## config.mk

```make
export PLATFORM = sky130hd
export DESIGN_NAME = nvme_write_driver
export DESIGN_NICKNAME = d
export VERILOG_FILES = /design/src/rtl/nvme_write_pkg.sv /design/src/rtl/valid_fork.sv /design/src/rtl/sq_submit.sv /design/src/rtl/sq_doorbell.sv /design/src/rtl/cq_poller.sv /design/src/rtl/nvme_write_driver.sv
export SDC_FILE = /design/constraint.sdc
export NUM_CORES = 1
export LEC_CHECK = 0
export ABC_AREA = 1
export BUFFER_PORTS_ARGS = -buffer_cell sky130_fd_sc_hd__buf_2
export CORE_AREA = 2 2 431 433
export CTS_BUF_LIST = sky130_fd_sc_hd__clkbuf_16
export CTS_CLUSTER_SIZE = 14
export DETAILED_ROUTE_END_ITERATION = 12
export DIE_AREA = 0 0 433 435
export GPL_TIMING_DRIVEN = 0
export SYNTH_ARGS = -nofsm -noshare
export SYNTH_HDL_FRONTEND = slang
export SYNTH_HIERARCHICAL = 1
export SYNTH_SLANG_ARGS = --single-unit
```

## constraint.sdc

```tcl
create_clock -name clk -period 3.8 [get_ports clk]
set_input_delay 0.38 -clock clk [delete_from_list [all_inputs] [get_ports clk]]
set_output_delay 0.38 -clock clk [all_outputs]
set_load 0.05 [all_outputs]
```

## src/rtl/nvme_write_pkg.sv

```systemverilog
package nvme_write_pkg;

  // queue geometry, one slot per command identifier
  localparam int queue_depth = 16;
  localparam int slot_bits = 4;
  localparam int sq_entry_bytes = 64;
  localparam int cq_entry_bytes = 16;

  // write buffer window in the device address map
  localparam int buf_slot_bytes = 4096;
  localparam int unsigned write_buf_base = 516 * 1024 * 1024;

  // command fields
  localparam int opcode_write = 1;
  localparam int nsid_default = 1;
  localparam int lba_shift = 12;

  typedef logic [slot_bits-1:0] slot_t;
  typedef logic [47:0] host_addr_t;
  typedef logic [9:0] sq_addr_t;
  typedef logic [15:0] buf_addr_t;
  typedef logic [7:0] cq_addr_t;
  typedef logic [15:0] db_value_t;
  typedef logic [511:0] sq_entry_t;

  typedef struct packed {
    host_addr_t addr;
    logic [7:0] len;
    logic [2:0] size;
    logic [1:0] burst;
  } host_aw_t;

  typedef struct packed {
    logic [127:0] data;
    logic [15:0]  strb;
    logic         last;
  } host_w_t;

  typedef struct packed {
    buf_addr_t  addr;
    logic [7:0] len;
    logic [2:0] size;
    logic [1:0] burst;
  } buf_aw_t;

  // completion entry, status in the top bits
  typedef struct packed {
    logic [14:0] status;
    logic        phase;
    logic [15:0] cid;
    logic [15:0] sqid;
    logic [15:0] sq_head;
    logic [63:0] dw;
  } cq_entry_t;

  typedef enum logic [1:0] {
    idle,
    busy_ar,
    busy_r,
    busy_db
  } poll_state_t;

endpackage

```

## src/rtl/valid_fork.sv

```systemverilog
`timescale 1ns/100ps

module valid_fork #(
  parameter int num_out = 2
) (
  input  logic               clk,
  input  logic               rstn,
  input  logic               in_valid,
  output logic               in_ready,
  output logic [num_out-1:0] out_valid,
  input  logic [num_out-1:0] out_ready
);

  // channels that already took the current beat
  logic [num_out-1:0] done;
  logic [num_out-1:0] accept;

  always_comb begin
    out_valid = {num_out{in_valid}} & ~done;
    accept = out_valid & out_ready;
    in_ready = in_valid & (&(done | accept));
  end

  always_ff @(posedge clk or negedge rstn) begin
    if (!rstn) begin
      done <= '0;
    end else if (in_valid && !in_ready) begin
      done <= done | accept;
    end else begin
      done <= '0;
    end
  end

  // upstream must hold valid until the whole set is through
  done_needs_valid: assert property (
    @(posedge clk) disable iff (!rstn) !in_valid |-> done == '0
  );

endmodule

```

## src/rtl/sq_submit.sv

```systemverilog
`timescale 1ns/100ps

module sq_submit (
  input  logic                                  clk,
  input  logic                                  rstn,
  input  nvme_write_pkg::host_aw_t              host_aw,
  input  logic                                  host_aw_valid,
  output logic                                  host_aw_ready,
  input  nvme_write_pkg::slot_t                 sq_head,
  input  logic [nvme_write_pkg::queue_depth-1:0] cid_busy,
  output nvme_write_pkg::slot_t                 sq_tail,
  output nvme_write_pkg::sq_addr_t              sq_aw_addr,
  output logic                                  sq_aw_valid,
  input  logic                                  sq_aw_ready,
  output nvme_write_pkg::sq_entry_t             sq_w_data,
  output logic                                  sq_w_valid,
  input  logic                                  sq_w_ready,
  output nvme_write_pkg::buf_aw_t               buf_aw,
  output logic                                  buf_aw_valid,
  input  logic                                  buf_aw_ready
);

  logic       q_full;
  logic       cid_blocked;
  logic       cmd_valid;
  logic [2:0] fork_valid;
  logic [2:0] fork_ready;

  // tail doubles as the command identifier
  always_ff @(posedge clk or negedge rstn) begin
    if (!rstn) begin
      sq_tail <= '0;
    end else if (host_aw_valid && host_aw_ready) begin
      sq_tail <= nvme_write_pkg::slot_t'(sq_tail + 1'b1);
    end
  end

  always_comb begin
    // one slot stays empty so full and empty differ
    q_full = nvme_write_pkg::slot_t'(sq_tail + 1'b1) == sq_head;
    cid_blocked = cid_busy[sq_tail];
    cmd_valid = host_aw_valid & ~q_full & ~cid_blocked;
  end

  valid_fork #(
    .num_out(3)
  ) u_fork (
    .clk(clk),
    .rstn(rstn),
    .in_valid(cmd_valid),
    .in_ready(host_aw_ready),
    .out_valid(fork_valid),
    .out_ready(fork_ready)
  );

  always_comb begin
    sq_aw_valid = fork_valid[0];
    sq_w_valid = fork_valid[1];
    buf_aw_valid = fork_valid[2];
    fork_ready = {buf_aw_ready, sq_w_ready, sq_aw_ready};

    sq_aw_addr = nvme_write_pkg::sq_addr_t'(32'(sq_tail) * nvme_write_pkg::sq_entry_bytes);

    // write command, unused dwords stay zero
    sq_w_data = '0;
    sq_w_data[7:0] = 8'(nvme_write_pkg::opcode_write);
    sq_w_data[31:16] = 16'(sq_tail);
    sq_w_data[63:32] = 32'(nvme_write_pkg::nsid_default);
    // prp1 points at this slot of the write buffer
    sq_w_data[255:192] = 64'(nvme_write_pkg::write_buf_base)
                       + 64'(sq_tail) * 64'(nvme_write_pkg::buf_slot_bytes);
    // starting lba, one 4 KiB block per command
    sq_w_data[383:320] = 64'(host_aw.addr >> nvme_write_pkg::lba_shift);

    buf_aw.addr = nvme_write_pkg::buf_addr_t'(32'(sq_tail) * nvme_write_pkg::buf_slot_bytes);
    buf_aw.len = host_aw.len;
    buf_aw.size = host_aw.size;
    buf_aw.burst = host_aw.burst;
  end

  // a partly accepted command keeps its fields for the other channels
  aw_held_until_ready: assert property (
    @(posedge clk) disable iff (!rstn)
    host_aw_valid && !host_aw_ready |=> host_aw_valid && $stable(host_aw)
  );

endmodule

```

## src/rtl/sq_doorbell.sv

```systemverilog
`timescale 1ns/100ps

module sq_doorbell (
  input  logic                      clk,
  input  logic                      rstn,
  input  logic                      sq_b_valid,
  output logic                      sq_b_ready,
  input  logic                      buf_b_valid,
  output logic                      buf_b_ready,
  output nvme_write_pkg::db_value_t sq_db_value,
  output logic                      sq_db_valid,
  input  logic                      sq_db_ready
);

  // tail as last told to the device
  nvme_write_pkg::slot_t db_tail;
  logic                  ring;

  always_comb begin
    sq_db_valid = sq_b_valid & buf_b_valid;
    sq_db_value = nvme_write_pkg::db_value_t'(nvme_write_pkg::slot_t'(db_tail + 1'b1));
    ring = sq_db_valid & sq_db_ready;
    // both responses retire with the doorbell
    sq_b_ready = ring;
    buf_b_ready = ring;
  end

  always_ff @(posedge clk or negedge rstn) begin
    if (!rstn) begin
      db_tail <= '0;
    end else if (ring) begin
      db_tail <= nvme_write_pkg::slot_t'(db_tail + 1'b1);
    end
  end

  // a doorbell on offer stays put until the device takes it
  db_held_until_ring: assert property (
    @(posedge clk) disable iff (!rstn)
    sq_db_valid && !sq_db_ready |=> sq_db_valid && $stable(sq_db_value)
  );

endmodule

```

## src/rtl/cq_poller.sv

```systemverilog
`timescale 1ns/100ps

module cq_poller (
  input  logic                                   clk,
  input  logic                                   rstn,
  input  logic                                   sq_db_b_valid,
  output logic                                   sq_db_b_ready,
  output nvme_write_pkg::cq_addr_t               cq_ar_addr,
  output logic                                   cq_ar_valid,
  input  logic                                   cq_ar_ready,
  input  nvme_write_pkg::cq_entry_t              cq_r_data,
  input  logic                                   cq_r_valid,
  output logic                                   cq_r_ready,
  output nvme_write_pkg::db_value_t              cq_db_value,
  output logic                                   cq_db_valid,
  input  logic                                   cq_db_ready,
  input  logic                                   cq_db_b_valid,
  output logic                                   cq_db_b_ready,
  output logic                                   host_b_valid,
  input  logic                                   host_b_ready,
  input  logic                                   issue_valid,
  input  nvme_write_pkg::slot_t                  issue_cid,
  output nvme_write_pkg::slot_t                  sq_head,
  output logic [nvme_write_pkg::queue_depth-1:0] cid_busy
);

  nvme_write_pkg::poll_state_t          state;
  nvme_write_pkg::slot_t                cq_head;
  logic                                 old_phase;
  logic                                 fresh;
  logic                                 db_valid;
  logic                                 db_done;
  logic                                 cq_db_fire;
  logic [1:0]                           fork_valid;
  logic [1:0]                           fork_ready;
  // cq doorbells still waiting for their response
  logic [nvme_write_pkg::slot_bits:0]   db_open;

  always_comb begin
    sq_db_b_ready = state == nvme_write_pkg::idle;
    cq_ar_valid = state == nvme_write_pkg::busy_ar;
    cq_ar_addr = nvme_write_pkg::cq_addr_t'(32'(cq_head) * nvme_write_pkg::cq_entry_bytes);
    cq_r_ready = state == nvme_write_pkg::busy_r;
    // a tag equal to old_phase is left over from the last lap
    fresh = cq_r_valid & cq_r_ready & (cq_r_data.phase != old_phase);
    db_valid = state == nvme_write_pkg::busy_db;
    cq_db_valid = fork_valid[0];
    host_b_valid = fork_valid[1];
    fork_ready = {host_b_ready, cq_db_ready};
    cq_db_value = nvme_write_pkg::db_value_t'(cq_head);
    cq_db_fire = cq_db_valid & cq_db_ready;
    cq_db_b_ready = 1'b1;
  end

  // cq doorbell and host response leave together
  valid_fork #(
    .num_out(2)
  ) u_fork (
    .clk(clk),
    .rstn(rstn),
    .in_valid(db_valid),
    .in_ready(db_done),
    .out_valid(fork_valid),
    .out_ready(fork_ready)
  );

  always_ff @(posedge clk or negedge rstn) begin
    if (!rstn) begin
      state <= nvme_write_pkg::idle;
      cq_head <= '0;
      old_phase <= 1'b0;
      sq_head <= '0;
    end else begin
      unique case (state)
        nvme_write_pkg::idle: begin
          if (sq_db_b_valid) begin
            state <= nvme_write_pkg::busy_ar;
          end
        end
        nvme_write_pkg::busy_ar: begin
          if (cq_ar_ready) begin
            state <= nvme_write_pkg::busy_r;
          end
        end
        nvme_write_pkg::busy_r: begin
          if (fresh) begin
            state <= nvme_write_pkg::busy_db;
            cq_head <= nvme_write_pkg::slot_t'(cq_head + 1'b1);
            if (cq_head == nvme_write_pkg::slot_t'(nvme_write_pkg::queue_depth - 1)) begin
              old_phase <= ~old_phase;
            end
            sq_head <= nvme_write_pkg::slot_t'(cq_r_data.sq_head);
          end else if (cq_r_valid) begin
            // nothing new yet, poll the same slot again
            state <= nvme_write_pkg::busy_ar;
          end
        end
        nvme_write_pkg::busy_db: begin
          if (db_done) begin
            state <= nvme_write_pkg::idle;
          end
        end
      endcase
    end
  end

  // identifier table, set on issue and cleared on completion
  always_ff @(posedge clk or negedge rstn) begin
    if (!rstn) begin
      cid_busy <= '0;
    end else begin
      if (fresh) begin
        cid_busy[nvme_write_pkg::slot_t'(cq_r_data.cid)] <= 1'b0;
      end
      if (issue_valid) begin
        cid_busy[issue_cid] <= 1'b1;
      end
    end
  end

  always_ff @(posedge clk or negedge rstn) begin
    if (!rstn) begin
      db_open <= '0;
    end else if (cq_db_fire && !cq_db_b_valid) begin
      db_open <= db_open + 1'b1;
    end else if (!cq_db_fire && cq_db_b_valid) begin
      db_open <= db_open - 1'b1;
    end
  end

  // the device answers only a poll that is waiting in busy_r
  r_valid_in_busy_r: assert property (
    @(posedge clk) disable iff (!rstn) cq_r_valid |-> cq_r_ready
  );

  db_resp_expected: assert property (
    @(posedge clk) disable iff (!rstn) cq_db_b_valid |-> db_open != '0
  );

endmodule

```

## src/rtl/nvme_write_driver.sv

```systemverilog
`timescale 1ns/100ps

module nvme_write_driver (
  input  logic                      clk,
  input  logic                      rstn,
  // host side
  input  nvme_write_pkg::host_aw_t  host_aw,
  input  logic                      host_aw_valid,
  output logic                      host_aw_ready,
  input  nvme_write_pkg::host_w_t   host_w,
  input  logic                      host_w_valid,
  output logic                      host_w_ready,
  output logic                      host_b_valid,
  input  logic                      host_b_ready,
  // submission queue
  output nvme_write_pkg::sq_addr_t  sq_aw_addr,
  output logic                      sq_aw_valid,
  input  logic                      sq_aw_ready,
  output nvme_write_pkg::sq_entry_t sq_w_data,
  output logic                      sq_w_valid,
  input  logic                      sq_w_ready,
  input  logic                      sq_b_valid,
  output logic                      sq_b_ready,
  // write buffer
  output nvme_write_pkg::buf_aw_t   buf_aw,
  output logic                      buf_aw_valid,
  input  logic                      buf_aw_ready,
  output nvme_write_pkg::host_w_t   buf_w,
  output logic                      buf_w_valid,
  input  logic                      buf_w_ready,
  input  logic                      buf_b_valid,
  output logic                      buf_b_ready,
  // doorbells
  output nvme_write_pkg::db_value_t sq_db_value,
  output logic                      sq_db_valid,
  input  logic                      sq_db_ready,
  input  logic                      sq_db_b_valid,
  output logic                      sq_db_b_ready,
  output nvme_write_pkg::db_value_t cq_db_value,
  output logic                      cq_db_valid,
  input  logic                      cq_db_ready,
  input  logic                      cq_db_b_valid,
  output logic                      cq_db_b_ready,
  // completion queue
  output nvme_write_pkg::cq_addr_t  cq_ar_addr,
  output logic                      cq_ar_valid,
  input  logic                      cq_ar_ready,
  input  nvme_write_pkg::cq_entry_t cq_r_data,
  input  logic                      cq_r_valid,
  output logic                      cq_r_ready
);

  nvme_write_pkg::slot_t                  sq_head;
  nvme_write_pkg::slot_t                  sq_tail;
  logic [nvme_write_pkg::queue_depth-1:0] cid_busy;
  logic                                   issue_valid;

  // write data goes to the buffer slot untouched
  always_comb begin
    buf_w = host_w;
    buf_w_valid = host_w_valid;
    host_w_ready = buf_w_ready;
    // marks the identifier busy as the command leaves
    issue_valid = host_aw_valid & host_aw_ready;
  end

  sq_submit u_submit (.*);

  sq_doorbell u_doorbell (.*);

  cq_poller u_poller (
    .issue_cid(sq_tail),
    .*
  );

endmodule

```

# --- Word-level counts from Yosys, hierarchy flattened ---
# Index checks and enable logic that the tools add are counted.
word_totals:
  inputBits: 351
  elab_cells: 79
  ff_bits: 40
  output_inout_bits: 751
op_classes:
  reduce_logical: 13
  eq_ne: 10
  addsub: 4
  magnitude_cmp: 4
  n_bitwise: 23
  n_mux: 16
op_table:
  columns: ["cell", "count"]
  rows:
  - ["$mux W16", 2]
  - ["$add A30 B16 Y31 const A", 1]
  - ["$and A16 B16 Y16", 1]
  - ["$not A16 Y16", 1]
  - ["$or A16 B16 Y16", 1]
  - ["$add A4 B1 Y4 const B", 3]
  - ["$mux W2", 6]
  - ["$lt A4 B5 Y1 const B", 2]
  - ["$and A1 B1 Y1", 9]
  - ["$demux W1 S4", 2]
  - ["$ge A4 B1 Y1 const B", 2]
  - ["$pmux W2 S4", 1]
  - ["$and A3 B3 Y3", 2]
  - ["$reduce_and A3 Y1", 2]
  - ["$logic_and A1 B1 Y1", 5]
  - ["$and A2 B2 Y2", 2]
  - ["$bmux W1 S4", 1]
  - ["$eq A2 B2 Y1 const B", 2]
  - ["$eq A4 B4 Y1", 1]
  - ["$eq A4 B4 Y1 const B", 1]
  - ["$ne A2 B1 Y1 const B", 2]
  - ["$reduce_and A2 Y1", 2]
  - ["$reduce_and A4 Y1", 1]
  - ["$mux W1", 3]
  - ["other kinds (12)", 15]

# --- Longest topological paths before layout ---
depth:
  ltp_word: 13
  mapped_depth: 20
  depth_no_buf: 19

# --- Cells and area by module ---
# Netlist, hierarchy kept.
modules_own_cells:
  columns: ["module", "cells_each", "area_per_inst_um2", "instances"]
  rows:
  - ["sq_submit", 641, 4629.4, 1]
  - ["cq_poller", 224, 1681.6, 1]
  - ["nvme_write_driver", 149, 1111.1, 1]
  - ["sq_doorbell", 41, 334.1, 1]
  - ["valid_fork (u_submit.u_fork)", 27, 183.9, 1]
  - ["valid_fork (u_poller.u_fork)", 19, 121.4, 1]

# --- Least setup slack after synthesis ---
# No wires, ideal clock.
synth_path:
  path_type: "register to register"
  startpoint: "reg u_submit.sq_tail[1]"
  endpoint: "reg u_poller/cid_busy[3] in the netlist's numbering"
  arrival_ns: 3.155
  required_ns: 3.733
  path_buffers: 1
  period_less_slack_ns: 3.221
  path_slack_ns: 0.579
  stages_incl_launch_ff: 19
  cell_sequence: "dfrtp_1 > ha_1 > xnor2_1 > nand2_1 > nor2_1 > nand3_1 > nand2_1 > nor2_2 > nand2_1 > nand2_2 > nand3_2 > nor2_2 > nand2_1 > inv_1 > buf_4 > inv_1 > nor3_1 > nand3_1 > nand2_1"
synth_via:
  elab_chain_cells: 12
synth_rtl:
  columns: ["element", "line_no", "rtl"]
  rows:
  - ["start: declaration", "sq_submit.sv:11", "output nvme_write_pkg::slot_t sq_tail,"]
  - ["start signal: assignment", "sq_submit.sv:34", "sq_tail <= nvme_write_pkg::slot_t'(sq_tail + 1'b1);"]
  - ["$add A4 B1 Y4", "sq_submit.sv:40", "q_full = nvme_write_pkg::slot_t'(sq_tail + 1'b1) == sq_head;"]
  - ["$eq A4 B4 Y1", "sq_submit.sv:40", null]
  - ["$not A1 Y1", "sq_submit.sv:42", "cmd_valid = host_aw_valid & ~q_full & ~cid_blocked;"]
  - ["$and A1 B1 Y1", "sq_submit.sv:42", null]
  - ["$and A1 B1 Y1 (*)", "sq_submit.sv:42", null]
  - ["net u_submit.cmd_valid", "sq_submit.sv:25", "logic cmd_valid;"]
  - ["$and A3 B3 Y3", "valid_fork.sv:19", "out_valid = {num_out{in_valid}} & ~done;"]
  - ["$and A3 B3 Y3", "valid_fork.sv:20", "accept = out_valid & out_ready;"]
  - ["$or A3 B3 Y3", "valid_fork.sv:21", "in_ready = in_valid & (&(done | accept));"]
  - ["$reduce_and A3 Y1", "valid_fork.sv:21", null]
  - ["$and A1 B1 Y1 (*)", "valid_fork.sv:21", null]
  - ["net host_aw_ready", "nvme_write_driver.sv:9", "output logic host_aw_ready,"]
  - ["$and A1 B1 Y1 (*)", "nvme_write_driver.sv:64", "issue_valid = host_aw_valid & host_aw_ready;"]
  - ["net issue_valid", "nvme_write_driver.sv:56", "logic issue_valid;"]
  - ["$mux W16 (*)", "cq_poller.sv:115", "if (issue_valid) begin"]
  - ["end signal: assignment", "cq_poller.sv:110", "cid_busy <= '0;"]
  - ["end signal: indexed assignment", "cq_poller.sv:113", "cid_busy[nvme_write_pkg::slot_t'(cq_r_data.cid)] <= 1'b0;"]
  - ["end signal: indexed assignment", "cq_poller.sv:116", "cid_busy[issue_cid] <= 1'b1;"]
  - ["end: declaration", "cq_poller.sv:24", "output logic [nvme_write_pkg::queue_depth-1:0] cid_busy"]
# Mark *: on every way through the listed nets, which the timed path passes. The rest lies on a longest branch. The select of a mux whose other input is x is not followed.
# A chain may end at the register's enable or synchronous reset.

# --- Worst setup path in the final report ---
layout_path:
  startpoint: "reg u_submit.sq_tail[1]"
  endpoint: "reg u_poller/cid_busy[0] in the netlist's numbering"
layout_via:
  elab_chain_cells: 12
layout_rtl:
  columns: ["element", "line_no"]
  rows:
  - ["$add A4 B1 Y4", "sq_submit.sv:40"]
  - ["$eq A4 B4 Y1", "sq_submit.sv:40"]
  - ["$not A1 Y1", "sq_submit.sv:42"]
  - ["$and A1 B1 Y1", "sq_submit.sv:42"]
  - ["$and A1 B1 Y1 (*)", "sq_submit.sv:42"]
  - ["net u_submit.cmd_valid", "sq_submit.sv:25"]
  - ["$and A3 B3 Y3", "valid_fork.sv:19"]
  - ["$and A3 B3 Y3", "valid_fork.sv:20"]
  - ["$or A3 B3 Y3", "valid_fork.sv:21"]
  - ["$reduce_and A3 Y1", "valid_fork.sv:21"]
  - ["$and A1 B1 Y1 (*)", "valid_fork.sv:21"]
  - ["$and A1 B1 Y1 (*)", "nvme_write_driver.sv:64"]
  - ["net issue_valid", "nvme_write_driver.sv:56"]
  - ["$mux W16 (*)", "cq_poller.sv:115"]
# Marks and branches as above.

==> results.toml <==
[clock_tree]
ctsHoldBuffers = 0
cts_tree = "done"
cts_root_buffer = "clkbuf_16"
cts.htree.levels = 2
cts_inserted_buffers = 5
cts-resized-gates = 0
cts.sinks = 40
clk_latency_ns = 0.33
cts_setup_buffers = 0
cts_buffer_depth = 2
path_clk_slew_ns = 0.10

[floorplan]
rows = 158
die_h_um = 435
io_pins = 1102
die_x_um = 433
die_area_um2 = 188000
start_util = 0.0438
coreArea_um2 = 184000

[synth]
synth_edf_count = 0
synth-main-ff-cell = "dfrtp_1"
synthCells = 1101
synth.area.top_cells = "buf_4 68%, dfrtp_1 12%, nand2_1 5.7%"
yosys_register_bits = 40
yosysTopAreaCellShare = 0.683
synth_area_um2 = 8060
async_flop_share = 1.00
synthDistinctLibCells = 29
synth_top_area_cell = "buf_4"
synth_warnings = 6
syn_avg_cell_area_um2 = 7.32
yosysSeqAreaShare = 0.124

[timing]
relSlewSlack = 0.234
min_period_over_period = 0.892
setup_viol = 0
worst_pin_slew_ns = 1.15
fin_tns_setup_ns = 0
max_freq_mhz = 295
rsz0062_at_grt = "no"
maxSlewViolCount = 0
clock_skew_ns = 0.0315
hold_violations = 0
setup_slack_ns = 0.411
period_needed_ns = 3.39

[global_routing]
antenna_found_initial = 25
grt_pass1_wl_um = 42300
groute.usage.overall = 0.0332
grt-ovfl-total = 0
grt_max_degree = 41
grt_pass1_vias = 5221

[layout]
layout-drive-gt1-share = 0.549
final_common_cell = "buf_4"
area_growth_pct = 80.5
nNetsFinal = 2230
mostFrequentLayoutCells = "733 x buf_4, 515 x conb_1, 258 x buf_2, 122 x nand2_1, 73 x inv_1"

[setup_path]
critical_path_class = "reg -> reg"
worst_ep_required_time_ns = 4.04
critPathCaptureType = "register"
cp_slowest_cell = "dfrtp_1"
crit_family = "simple AND/OR/NAND/NOR gates"
crit_top_cell = "nand2_1"
start_kind = "register"
cpPeakStageDelay_ns = 0.87
crit_chain = "ha_1, inv_1, nand2_1, nand3_1, nand2_1, nor2_1, nand3_1, nand2_1, nor2_2, nand2_1, nand2_2, nand3_2, nor2_2, nand2_1, inv_1, buf_4, inv_1, nor3_1, nand2_1, nand3_1"
critPathBufInv = 4
worst_ep_arrival_time_ns = 3.63
cp_max_fo = 14

[detailed_routing]
drt_first_pass_iters = 4
wirelength_um = 34700
drt_iter0_drc = 230
ant_nets = 0
num_vias = 6777
drc = 0
wire_per_inst_um = 7.97
vias_per_cell = 1.55

[power]
clock_power_share = 0.129
power.internal_mw = 1.73
ir_drop_uv = 279
pwr-share-seq = 0.152
p_sw_mw = 2.82
p_leak_nw = 8.16
pwr-share-comb = 0.719
p_sw_frac = 0.620
power.density_nw_per_um2 = 313

[min_path]
hp-class = "in -> async"

[place]
dp_slack_ns = 0.504
port_buffers = 258
dp_hpwl_um = 32100
gp_congestion = 0.918

[run]
maxCapViolations = 0

[status]
status = "finished clean"
worst reg2reg max path: stages (launching register included):
cell and delay (ns):
dfrtp_1 0.87, ha_1 0.33, inv_1 0.07, nand2_1 0.08, nand3_1 0.07, nand2_1 0.07, nor2_1 0.05, nand3_1 0.07
nand2_1 0.07, nor2_2 0.22, nand2_1 0.10, nand2_2 0.11, nand3_2 0.08, nor2_2 0.16, nand2_1 0.07, inv_1 0.06
buf_4 0.15, inv_1 0.06, nor3_1 0.39, nand2_1 0.12, nand3_1 0.11
through the flow:
step | instance area (µm²) | util | hold slack, ns | power (mW) | std cells
floorplan | 9980 | - | 0.0844 | 3.51 | 1611
global placement | 14400 | 0.0781 | 0.484 | 3.96 | 4349
detailed placement | 14400 | 0.0781 | 0.493 | 3.96 | 4349
CTS | 14500 | 0.0790 | 0.211 | 4.60 | 4357
global route | 14500 | 0.0790 | 0.253 | 4.80 | 4357
finish | 14500 | 0.0790 | 0.199 | 4.55 | 4360
power by group through the flow:
stage	registers [mW]	logic (mW)	clock network [mW]
2_1_floorplan	0.709	2.80	0
6_report	0.692	3.27	0.588
5_1_grt	0.720	3.44	0.634
3_5_place_dp	0.712	3.25	0
4_1_cts	0.704	3.25	0.646
3_3_place_gp	0.711	3.25	0
kinds of logic (layout without fill, tap and decap cells):
family / Yosys count / after routing / share of synthesized area
fa+ha+maj: 3 / 3 / 0.00466
xor+xnor: 7 / 7 / 0.00761
other cells: 5 / 518 / 0.00233
buf+inv: 815 / 1081 / 0.724
simple gates: 205 / 205 / 0.112
flops: 40 / 40 / 0.124
compound gates: 26 / 26 / 0.0258
worst paths after layout:
check                                             startpoint                                 to  slack, ns  cells past startpoint
max                          u_submit/sq_tail[1]$_DFFE_PN0P_     u_poller/cid_busy[0]$_DFF_PN0_       0.41                     20
min                                                     rstn  u_poller/u_fork/done[0]$_DFF_PN0_       0.20                      1
max reg2reg                  u_submit/sq_tail[1]$_DFFE_PN0P_     u_poller/cid_busy[0]$_DFF_PN0_       0.41                     20
min reg2reg                u_doorbell/db_tail[3]$_DFFE_PN0P_  u_doorbell/db_tail[3]$_DFFE_PN0P_       0.50                      2
max in group asynchronous                               rstn    u_poller/cid_busy[11]$_DFF_PN0_       2.78                      1
min in group clk                               cq_r_data[66]    u_poller/sq_head[2]$_DFFE_PN0P_       0.24                      3
flip-flops by register name, summed over array words and instances (netlist names):
signal,cells
u_poller/sq_head,4
u_poller/cid_busy,16
u_doorbell/db_tail,4
u_poller/old_phase,1
u_submit/u_fork/done,3
u_poller/state,2
u_poller/u_fork/done,2
u_poller/cq_head,4
u_submit/sq_tail,4
per-layer routing:
metal	global-route usage	part of all wire
met2	0.0572	0.47
met5	0	0.0024
met1	0.0363	0.36
met4	0.00778	0.015
met3	0.0161	0.15
final cells by class:
| cell class | instances | area [µm²] |
|---|---|---|
| fillers | 21600 | 170000 |
| repair buffers | 258 | 1290 |
| flip-flops and latches | 40 | 1000 |
| well taps | 2480 | 3100 |
| multi-input cells | 756 | 3140 |
| plain buffers | 736 | 5540 |
| diodes | 3 | 7.51 |
| clock buffers | 5 | 125 |
| inverters | 79 | 297 |
| clock inverters | 3 | 46.3 |
Yosys cell counts, drive strengths merged, types with 3 or more instances:
cell type  number
buf           736
nand2         129
inv            79
dfrtp          40
nand3          40
nor2           26
o21bai         15
a21oi           5
conb            5
o21ai           5
xnor2           5
ha              3
nor3            3
Power figures use the tool's default switching activity.
